--- config.mk ---
export PLATFORM = sky130hd
export DESIGN_NAME = pi_slave_top
export DESIGN_NICKNAME = d
export VERILOG_FILES = /design/src/common/pi_bus_pkg.sv /design/src/pi_slave_fsm.sv /design/src/pi_device/pi_write_buffer.sv /design/src/pi_device/pi_device_core.sv /design/src/pi_slave_top.sv
export VERILOG_INCLUDE_DIRS = /design/src /design/src/common
export SDC_FILE = /design/constraint.sdc
export NUM_CORES = 1
export LEC_CHECK = 0
export BUFFER_PORTS_ARGS = -buffer_cell sky130_fd_sc_hd__buf_2
export CAP_MARGIN = 20
export CORE_ASPECT_RATIO = 1.5
export CORE_MARGIN = 2
export CORE_UTILIZATION = 30
export CTS_BUF_LIST = sky130_fd_sc_hd__clkbuf_16
export DETAILED_ROUTE_END_ITERATION = 7
export PLACE_DENSITY_LB_ADDON = 0.12
export SETUP_SLACK_MARGIN = 0.15
export SKIP_LAST_GASP = 1
export SLEW_MARGIN = 40
export SYNTH_ARGS = -nofsm -noshare
export SYNTH_HDL_FRONTEND = slang
export SYNTH_HIERARCHICAL = 1
export SYNTH_SLANG_ARGS = --single-unit
--- constraint.sdc ---
create_clock -name clk -period 3.6 [get_ports clk]
set_input_delay 0.18 -clock clk [delete_from_list [all_inputs] [get_ports clk]]
set_output_delay 0.18 -clock clk [all_outputs]
set_load 0.02 [all_outputs]
--- src/common/pi_bus_defs.svh ---
// slave window, sizes and timing of the PI slave; changing a size here needs a full recompile
`ifndef PI_BUS_DEFS_SVH
`define PI_BUS_DEFS_SVH

// bus field widths
`define PI_DATA_BITS    32              // data word
`define PI_ADDR_BITS    30              // word address
`define PI_OPC_BITS     4               // opcode field

// address window of this slave
`define PI_SLAVE_BASE   26'h0C0_0010    // upper address bits that hit this slave
`define PI_OFFSET_BITS  4               // word offset inside the window
`define PI_SLAVE_WORDS  16              // words in the register array

// device timing
`define PI_WBUF_DEPTH   4               // pending write entries
`define PI_DRAIN_CYCLES 6               // cycles between buffer pops
`define PI_RD_LATENCY   3               // active read cycles before data is ready

`define PI_OPC_SINGLE   4'h1            // single word transfer, the only one served

`endif

--- src/common/pi_bus_pkg.sv ---
// bus types of the PI slave; ack keeps the bus encoding, RDM and RTR codes are not modelled
`include "pi_bus_defs.svh"

package pi_bus_pkg;

   // plain bus vectors
   typedef logic [`PI_DATA_BITS-1:0]   pi_data_t;     // read and write data
   typedef logic [`PI_ADDR_BITS-1:0]   pi_addr_t;     // word address
   typedef logic [`PI_OPC_BITS-1:0]    pi_opc_t;      // transfer opcode
   typedef logic [`PI_OFFSET_BITS-1:0] pi_offset_t;   // word inside the window

   // acknowledge code as seen on the bus
   typedef enum logic [2:0]
   {
      IDLE = 3'd0,                                    // no answer, also abort
      WAT  = 3'd1,                                    // slave busy
      ERR  = 3'd3,                                    // bad address or opcode
      RDY  = 3'd4                                     // transfer done
   } pi_ack_t;

   // transfer FSM states
   typedef enum logic [1:0]
   {
      ST_IDLE,                                        // wait for sel
      ST_ADDRESS,                                     // decode latched request
      ST_DATA_WAIT                                    // wait on device or tout
   } pi_slave_state_t;

   // master request, 35 bits
   typedef struct packed
   {
      pi_addr_t addr;                                 // word address
      pi_opc_t  opc;                                  // opcode
      logic     read;                                 // 1 read, 0 write
   } pi_req_t;

   // device status towards the FSM
   typedef struct packed
   {
      logic filled;                                   // write buffer full
      logic data_ready;                               // read data valid
      logic error;                                    // window or opcode miss
   } pi_dev_status_t;

   // one pending write, 36 bits
   typedef struct packed
   {
      pi_offset_t offset;                             // target word
      pi_data_t   data;                               // value to store
   } pi_wr_entry_t;

endpackage

--- src/pi_slave_fsm.sv ---
// PI transfer FSM; single word transfers only, master must hold request until RDY, ERR or tout
`include "pi_bus_defs.svh"

module pi_slave_fsm
(
   input  logic                       clk,
   input  logic                       rst_n,
   input  logic                       sel,        // slave select strobe
   input  pi_bus_pkg::pi_req_t        req,        // address, opcode, read level
   input  pi_bus_pkg::pi_data_t       din,        // write data from master
   input  logic                       tout,       // master gives up
   input  pi_bus_pkg::pi_dev_status_t status,     // device flags
   input  pi_bus_pkg::pi_data_t       rd_data,    // array word at latched offset
   output pi_bus_pkg::pi_ack_t        ack,        // registered acknowledge
   output pi_bus_pkg::pi_data_t       dout,       // registered read data
   output pi_bus_pkg::pi_req_t        lat_req,    // request held for the device
   output logic                       rd_active,  // read in progress
   output logic                       wr_push,    // one cycle buffer push
   output pi_bus_pkg::pi_wr_entry_t   wr_entry    // entry for the buffer
);
   import pi_bus_pkg::*;

   pi_slave_state_t state;                        // transfer state
   pi_data_t        lat_din;                      // write data held with request

   // buffer entry straight from the latched request
   assign wr_entry.offset = lat_req.addr[`PI_OFFSET_BITS-1:0];   // low address bits
   assign wr_entry.data   = lat_din;

   // request latch, taken when sel seen in idle
   always_ff @(posedge clk)
   begin
      if (state == ST_IDLE && sel)
      begin
         lat_req <= req;                          // addr, opc, read
         lat_din <= din;                          // only used for writes
      end
   end

   // transfer machine
   always_ff @(posedge clk)
   begin
      if (!rst_n)
      begin
         state     <= ST_IDLE;
         ack       <= IDLE;
         dout      <= '0;
         wr_push   <= 1'b0;
         rd_active <= 1'b0;
      end
      else
      begin
         wr_push <= 1'b0;                         // push is a pulse
         dout    <= '0;                           // zero outside read RDY
         case (state)
            ST_IDLE:
            begin
               ack <= IDLE;                       // ends RDY, ERR and abort
               if (sel)
               begin
                  state <= ST_ADDRESS;            // request latched above
               end
            end
            ST_ADDRESS:
            begin
               if (status.error)
               begin
                  ack   <= ERR;                   // one cycle, no data
                  state <= ST_IDLE;
               end
               else if (!lat_req.read && !status.filled)
               begin
                  wr_push <= 1'b1;                // buffer takes it next edge
                  ack     <= RDY;                 // 2 cycles after sel
                  state   <= ST_IDLE;
               end
               else
               begin
                  ack       <= WAT;               // read latency or full buffer
                  rd_active <= lat_req.read;      // start read counter
                  state     <= ST_DATA_WAIT;
               end
            end
            ST_DATA_WAIT:
            begin
               if (tout)
               begin
                  ack       <= IDLE;              // abort by master
                  rd_active <= 1'b0;
                  state     <= ST_IDLE;
               end
               else if (lat_req.read && status.data_ready)
               begin
                  ack       <= RDY;
                  dout      <= rd_data;           // drained array word
                  rd_active <= 1'b0;
                  state     <= ST_IDLE;
               end
               else if (!lat_req.read && !status.filled)
               begin
                  wr_push <= 1'b1;                // buffer has room again
                  ack     <= RDY;
                  state   <= ST_IDLE;
               end
               else
               begin
                  ack <= WAT;                     // keep the master waiting
               end
            end
            default:
            begin
               ack   <= IDLE;
               state <= ST_IDLE;                  // unused encoding
            end
         endcase
      end
   end

endmodule

--- src/pi_device/pi_write_buffer.sv ---
// circular FIFO of pending writes; push when full and pop when empty are not allowed
`include "pi_bus_defs.svh"

module pi_write_buffer
(
   input  logic                     clk,
   input  logic                     rst_n,
   input  logic                     push,        // from FSM, one cycle
   input  pi_bus_pkg::pi_wr_entry_t push_entry,  // offset and data
   input  logic                     pop,         // from drain timer
   output pi_bus_pkg::pi_wr_entry_t head,        // oldest entry
   output logic                     filled,      // no room left
   output logic                     empty        // nothing pending
);
   import pi_bus_pkg::*;

   localparam int unsigned DEPTH = `PI_WBUF_DEPTH;
   localparam int unsigned PTR_W = $clog2(DEPTH);
   localparam int unsigned CNT_W = $clog2(DEPTH + 1);

   pi_wr_entry_t     mem [DEPTH];                // entry storage
   logic [PTR_W-1:0] wr_ptr;                     // next free slot
   logic [PTR_W-1:0] rd_ptr;                     // oldest slot
   logic [CNT_W-1:0] count;                      // entries held

   assign head   = mem[rd_ptr];                  // valid when not empty
   assign filled = (count == CNT_W'(DEPTH));
   assign empty  = (count == '0);

   // storage, no reset needed
   always_ff @(posedge clk)
   begin
      if (push)
      begin
         mem[wr_ptr] <= push_entry;
      end
   end

   // pointers and fill count
   always_ff @(posedge clk)
   begin
      if (!rst_n)
      begin
         wr_ptr <= '0;
         rd_ptr <= '0;
         count  <= '0;
      end
      else
      begin
         if (push)
         begin
            if (wr_ptr == PTR_W'(DEPTH - 1))
            begin
               wr_ptr <= '0;                     // wrap
            end
            else
            begin
               wr_ptr <= wr_ptr + 1'b1;
            end
         end
         if (pop)
         begin
            if (rd_ptr == PTR_W'(DEPTH - 1))
            begin
               rd_ptr <= '0;                     // wrap
            end
            else
            begin
               rd_ptr <= rd_ptr + 1'b1;
            end
         end
         case ({push, pop})
            2'b10:   count <= count + 1'b1;      // push only
            2'b01:   count <= count - 1'b1;      // pop only
            default: count <= count;             // none or both
         endcase
      end
   end

endmodule

--- src/pi_device/pi_device_core.sv ---
// memory device behind the FSM; reads wait for an empty write buffer, errors decode lat_req only
`include "pi_bus_defs.svh"

module pi_device_core
(
   input  logic                       clk,
   input  logic                       rst_n,
   input  pi_bus_pkg::pi_req_t        lat_req,    // request held by the FSM
   input  logic                       rd_active,  // read in progress
   input  pi_bus_pkg::pi_wr_entry_t   head,       // oldest pending write
   input  logic                       filled,     // buffer full
   input  logic                       empty,      // buffer empty
   output logic                       pop,        // retire head this cycle
   output pi_bus_pkg::pi_dev_status_t status,     // flags to the FSM
   output pi_bus_pkg::pi_data_t       rd_data     // word at latched offset
);
   import pi_bus_pkg::*;

   localparam int unsigned DRAIN_W = $clog2(`PI_DRAIN_CYCLES);
   localparam int unsigned RD_W    = $clog2(`PI_RD_LATENCY + 1);

   pi_data_t           regs [`PI_SLAVE_WORDS];    // register array
   logic [DRAIN_W-1:0] drain_cnt;                 // cycles since last pop
   logic [RD_W-1:0]    rd_cnt;                    // active read cycles
   pi_offset_t         rd_offset;                 // word picked by the read
   logic               win_miss;                  // address outside window
   logic               opc_bad;                   // unsupported opcode

   // error decode on the latched request
   assign win_miss = (lat_req.addr[`PI_ADDR_BITS-1:`PI_OFFSET_BITS] != `PI_SLAVE_BASE);
   assign opc_bad  = (lat_req.opc != `PI_OPC_SINGLE);

   // drain pulse every PI_DRAIN_CYCLES while entries wait
   assign pop = !empty && (drain_cnt == DRAIN_W'(`PI_DRAIN_CYCLES - 1));

   assign rd_offset = lat_req.addr[`PI_OFFSET_BITS-1:0];
   assign rd_data   = regs[rd_offset];            // array already holds drained writes

   assign status.filled     = filled;
   assign status.data_ready = rd_active && (rd_cnt == RD_W'(`PI_RD_LATENCY)) && empty;
   assign status.error      = win_miss || opc_bad;

   // drain timer
   always_ff @(posedge clk)
   begin
      if (!rst_n)
      begin
         drain_cnt <= '0;
      end
      else if (empty || pop)
      begin
         drain_cnt <= '0;                         // restart per entry
      end
      else
      begin
         drain_cnt <= drain_cnt + 1'b1;
      end
   end

   // read latency counter, saturates at PI_RD_LATENCY
   always_ff @(posedge clk)
   begin
      if (!rst_n)
      begin
         rd_cnt <= '0;
      end
      else if (!rd_active)
      begin
         rd_cnt <= '0;                            // restart between reads
      end
      else if (rd_cnt != RD_W'(`PI_RD_LATENCY))
      begin
         rd_cnt <= rd_cnt + 1'b1;
      end
   end

   // register array, written only by the drain
   always_ff @(posedge clk)
   begin
      if (!rst_n)
      begin
         for (int i = 0; i < `PI_SLAVE_WORDS; i++)
         begin
            regs[i] <= '0;                        // array reads zero after reset
         end
      end
      else if (pop)
      begin
         regs[head.offset] <= head.data;          // same edge as buffer pop
      end
   end

endmodule

--- src/pi_slave_top.sv ---
// PI bus slave top; one slave on the bus, outputs read zero when inactive instead of tristate
module pi_slave_top
(
   input  logic                 clk,
   input  logic                 rst_n,
   input  logic                 sel,    // slave select
   input  pi_bus_pkg::pi_req_t  req,    // address, opcode, read
   input  pi_bus_pkg::pi_data_t din,    // write data
   input  logic                 tout,   // master timeout
   output pi_bus_pkg::pi_ack_t  ack,    // acknowledge code
   output pi_bus_pkg::pi_data_t dout    // read data
);
   import pi_bus_pkg::*;

   pi_req_t        lat_req;             // FSM to core
   logic           rd_active;
   logic           wr_push;             // FSM to buffer
   pi_wr_entry_t   wr_entry;
   pi_wr_entry_t   head;                // buffer to core
   logic           filled;
   logic           empty;
   logic           pop;                 // core to buffer
   pi_dev_status_t status;              // core to FSM
   pi_data_t       rd_data;

   pi_slave_fsm u_fsm
   (
      .clk       (clk),
      .rst_n     (rst_n),
      .sel       (sel),
      .req       (req),
      .din       (din),
      .tout      (tout),
      .status    (status),
      .rd_data   (rd_data),
      .ack       (ack),
      .dout      (dout),
      .lat_req   (lat_req),
      .rd_active (rd_active),
      .wr_push   (wr_push),
      .wr_entry  (wr_entry)
   );

   pi_write_buffer u_wbuf
   (
      .clk        (clk),
      .rst_n      (rst_n),
      .push       (wr_push),
      .push_entry (wr_entry),
      .pop        (pop),
      .head       (head),
      .filled     (filled),
      .empty      (empty)
   );

   pi_device_core u_core
   (
      .clk       (clk),
      .rst_n     (rst_n),
      .lat_req   (lat_req),
      .rd_active (rd_active),
      .head      (head),
      .filled    (filled),
      .empty     (empty),
      .pop       (pop),
      .status    (status),
      .rd_data   (rd_data)
   );

endmodule

==> flow_summary.ini <==
[logic_synthesis]
seq_area_frac_synth_pct = 70.6
yosysTopAreaCell = edfxtp_1
ys_warn_count = 6
ys_types = 48
ys_seq_elements = 776
netlist_instances = 1874
post_synth.cell_area_avg_um2 = 17.2
synthesis.nets = 1959
netlist_area_um2 = 32300
synth_ff_type = edfxtp_1
synth_top_cell_area_share_pct = 67.3
synth_edf_count = 723
synth-async-reset-ratio_pct = 0
synth_area_leaders = edfxtp_1, mux4_2, and2_1, dfxtp_1, a22oi_1

[sta]
rsz0062_at_grt = no
maxSlewHeadroom_pct = 43.7
max_freq_mhz = 340
setup-tns-final_ns = 0
finalHoldViolCount = 0
clock_skew_ns = 0.0283
slew_viol_final = 0
setup_violations = 0
period_needed_ns = 2.94
worst_pin_slew_ns = 0.843
post-route-period-util_pct = 81.7

[clocking]
clockBufferDepth = 3
post-cts-setup-buffer-count = 0
cts_tree = done
clkSinkCount = 776
cts_buffers = 80
clk_pin_slew_ns = 0.06
clkLatencyLatePin_ns = 0.66
htree_num_levels = 3
clockRootBuffer = clkbuf_16
cts_resized = 0
holdBufCountCts = 69

[flow_run]
max-cap-violations = 0

[detailed_routing]
ant_nets = 0
wl_mm = 85.9
drt_pass1_iterations = 7
via_per_inst = 4.68
vias = 16559
drc_errors = 0
wl_per_cell_um = 24.3
drtIter0Drc = 997

[floorplanning]
die_h_um = 406
io-pin-count = 106
core-area_um2 = 107000
die_w_um = 272
start_util_pct = 30.2
die_area_um2 = 110000
rows = 147

[worst_hold_path]
hold_path.class = primary input to flip-flop
worstHoldPathCells = 3

[global_routing]
grtUsageTotal_pct = 15.9
grt-ovfl-total = 0
grt_pass1_vias = 18163
grt_start_max_net_pins = 78
grt_pass1_wl_mm = 125
antenna_found_initial = 3

[final_layout]
nFillCells = 9897
synthToLayoutAreaGrowth_pct = 18.2
instances_no_fill = 3539
nets = 2142
drive_gt1_share_pct = 23.3
ff_latch_area_um2 = 22800
multi_input_area_um2 = 8950
fin_area_um2 = 38100
fin_util_pct = 35.7

[worst_setup_path]
critPathKind = flip-flop to flip-flop
rrSetupSlack_ns = 0.66
reg2reg_to = u_core/regs[12][15]$_SDFFCE_PN0P_
start_kind = flip-flop
arrival_ns = 3.28
worstRegToRegCells = 5
crit_required_ns = 3.94
endpoint_kind = flip-flop
endpoint = u_core/regs[12][15]$_SDFFCE_PN0P_
cp_max_fo = 19

[placement]
dp_cells = 3321
port_buffers = 105
dpl.hpwl_mm = 50.0
place_congestion = 0.726
dpl_cell_area_um2 = 34800

[pwr]
ir_worst_vdd_mv = 0.351
p_total_w = 0.0196
power_density_nw_per_um2 = 515
p_leak_nw = 13.7

[status]
outcome = finished, final reports clean
-- routing by layer --
layer | part of all wire, % | routed length, um | vias up | global-route usage [%]
met5 | 0 | 0 | - | 0
met2 | 54 | 46000 | 409 | 29.5
met1 | 39 | 33800 | 8648 | 18.5
li1 | - | - | 7383 | -
met4 | 2.6 | 2240 | 0 | 5.46
met3 | 4.5 | 3830 | 119 | 2.76
-- sequential cells by signal, indices dropped and copies added, names as in the netlist, 2 cells and up, named ones only --
name / count
u_fsm/lat_req: 35
u_wbuf/wr_ptr: 2
u_fsm/ack: 3
u_fsm/dout: 32
u_wbuf/count: 3
u_core/drain_cnt: 3
u_wbuf/rd_ptr: 2
u_fsm/lat_din: 32
u_fsm/state: 2
u_wbuf/mem: 144
u_core/rd_cnt: 2
u_core/regs: 512
-- power by group --
part           switching, W  total, W  internal, W
registers         0.0000987    0.0102       0.0101
clock network       0.00352   0.00845      0.00493
logic              0.000569  0.000990     0.000421
-- logic make-up after synthesis --
group	share of synthesized area, %
fa+ha+maj	0.566
buf+inv	2.24
xor+xnor	0.0815
flops	70.6
compound gates	1.79
mux	11.7
simple gates	13.1
-- metrics by stage --
step | hold WS, ns | setup WS, ns
after CTS | 0.156 | 0.599
after global placement | 0.356 | 0.627
after floorplan | 0.279 | 0.542
final | 0.217 | 0.659
after global routing | 0.192 | 0.497
after detailed placement | 0.358 | 0.608
-- cells in the final DEF, fill, tap and decap left out, types with 6 or more instances in the layout --
cell type	netlist	layout
edfxtp_1	723	723
and2_1	552	546
mux4_2	158	158
buf_2	27	105
clkbuf_16	0	84
dlygate4sd3_1	0	69
a22oi_1	64	64
buf_4	5	56
dfxtp_1	53	51
nand2_1	44	44
inv_1	13	29
clkinv_1	0	17
nand2b_2	0	16
buf_12	3	15
ha_1	13	13
clkinv_2	0	11
nor3_4	0	11
bufinv_16	0	10
nor2_1	10	9
and2_4	0	6
a21oi_1	6	6
nor2b_1	8	6
mux4_1	6	6
-- layout make-up --
| cell class | instances | share of cell area (%) |
|---|---|---|
| sequential | 776 | 59.7 |
| clock buffer | 84 | 5.51 |
| inverter | 13 | 0.128 |
| multi-input combinational | 941 | 23.5 |
| clock inverter | 61 | 1.42 |
| tap | 1415 | 4.64 |
| timing repair buffer | 245 | 5.08 |
| antenna | 4 | 0.0262 |
-- synth_stat cells, types with 2 or more instances --
| cell type | count |
|---|---|
| edfxtp_1 | 723 |
| and2_1 | 552 |
| mux4_2 | 158 |
| clkbuf_1 | 101 |
| a22oi_1 | 64 |
| dfxtp_1 | 53 |
| nand2_1 | 44 |
| buf_2 | 27 |
| nand2b_1 | 19 |
| ha_1 | 13 |
| inv_1 | 13 |
| nor3_2 | 11 |
| nor2_1 | 10 |
| nor2b_1 | 8 |
| a21oi_1 | 6 |
| mux4_1 | 6 |
| buf_4 | 5 |
| mux2i_1 | 5 |
| buf_6 | 4 |
| nor3b_1 | 4 |
| nor4_2 | 4 |
| nor4b_1 | 4 |
| and3_1 | 3 |
| buf_12 | 3 |
| nor3_1 | 3 |
| o21ai_0 | 3 |
| buf_1 | 2 |
| clkbuf_2 | 2 |
| nand3b_1 | 2 |
| nor4_1 | 2 |
| o21a_1 | 2 |
| xor2_1 | 2 |
-- worst max-delay path: stages, from the launching register on --
cell,delay (ns)
dfxtp_2,0.41
mux4_2,0.56
nand4bb_1,0.37
nor3_4,0.72
nand2b_2,0.26
buf_4,0.28
-- worst min-delay path by stage --
stage,start,endpoint
detailed placement,req[11],u_fsm/lat_req[11]$_DFFE_PP_
global placement,din[13],u_fsm/lat_din[13]$_DFFE_PP_
global route,req[31],u_fsm/lat_req[31]$_DFFE_PP_
CTS,rst_n,u_fsm/state[1]$_SDFFE_PN0P_
floorplan,din[0],u_fsm/lat_din[0]$_DFFE_PP_
finish,rst_n,flip-flop
Power figures use the tool's default switching activity.
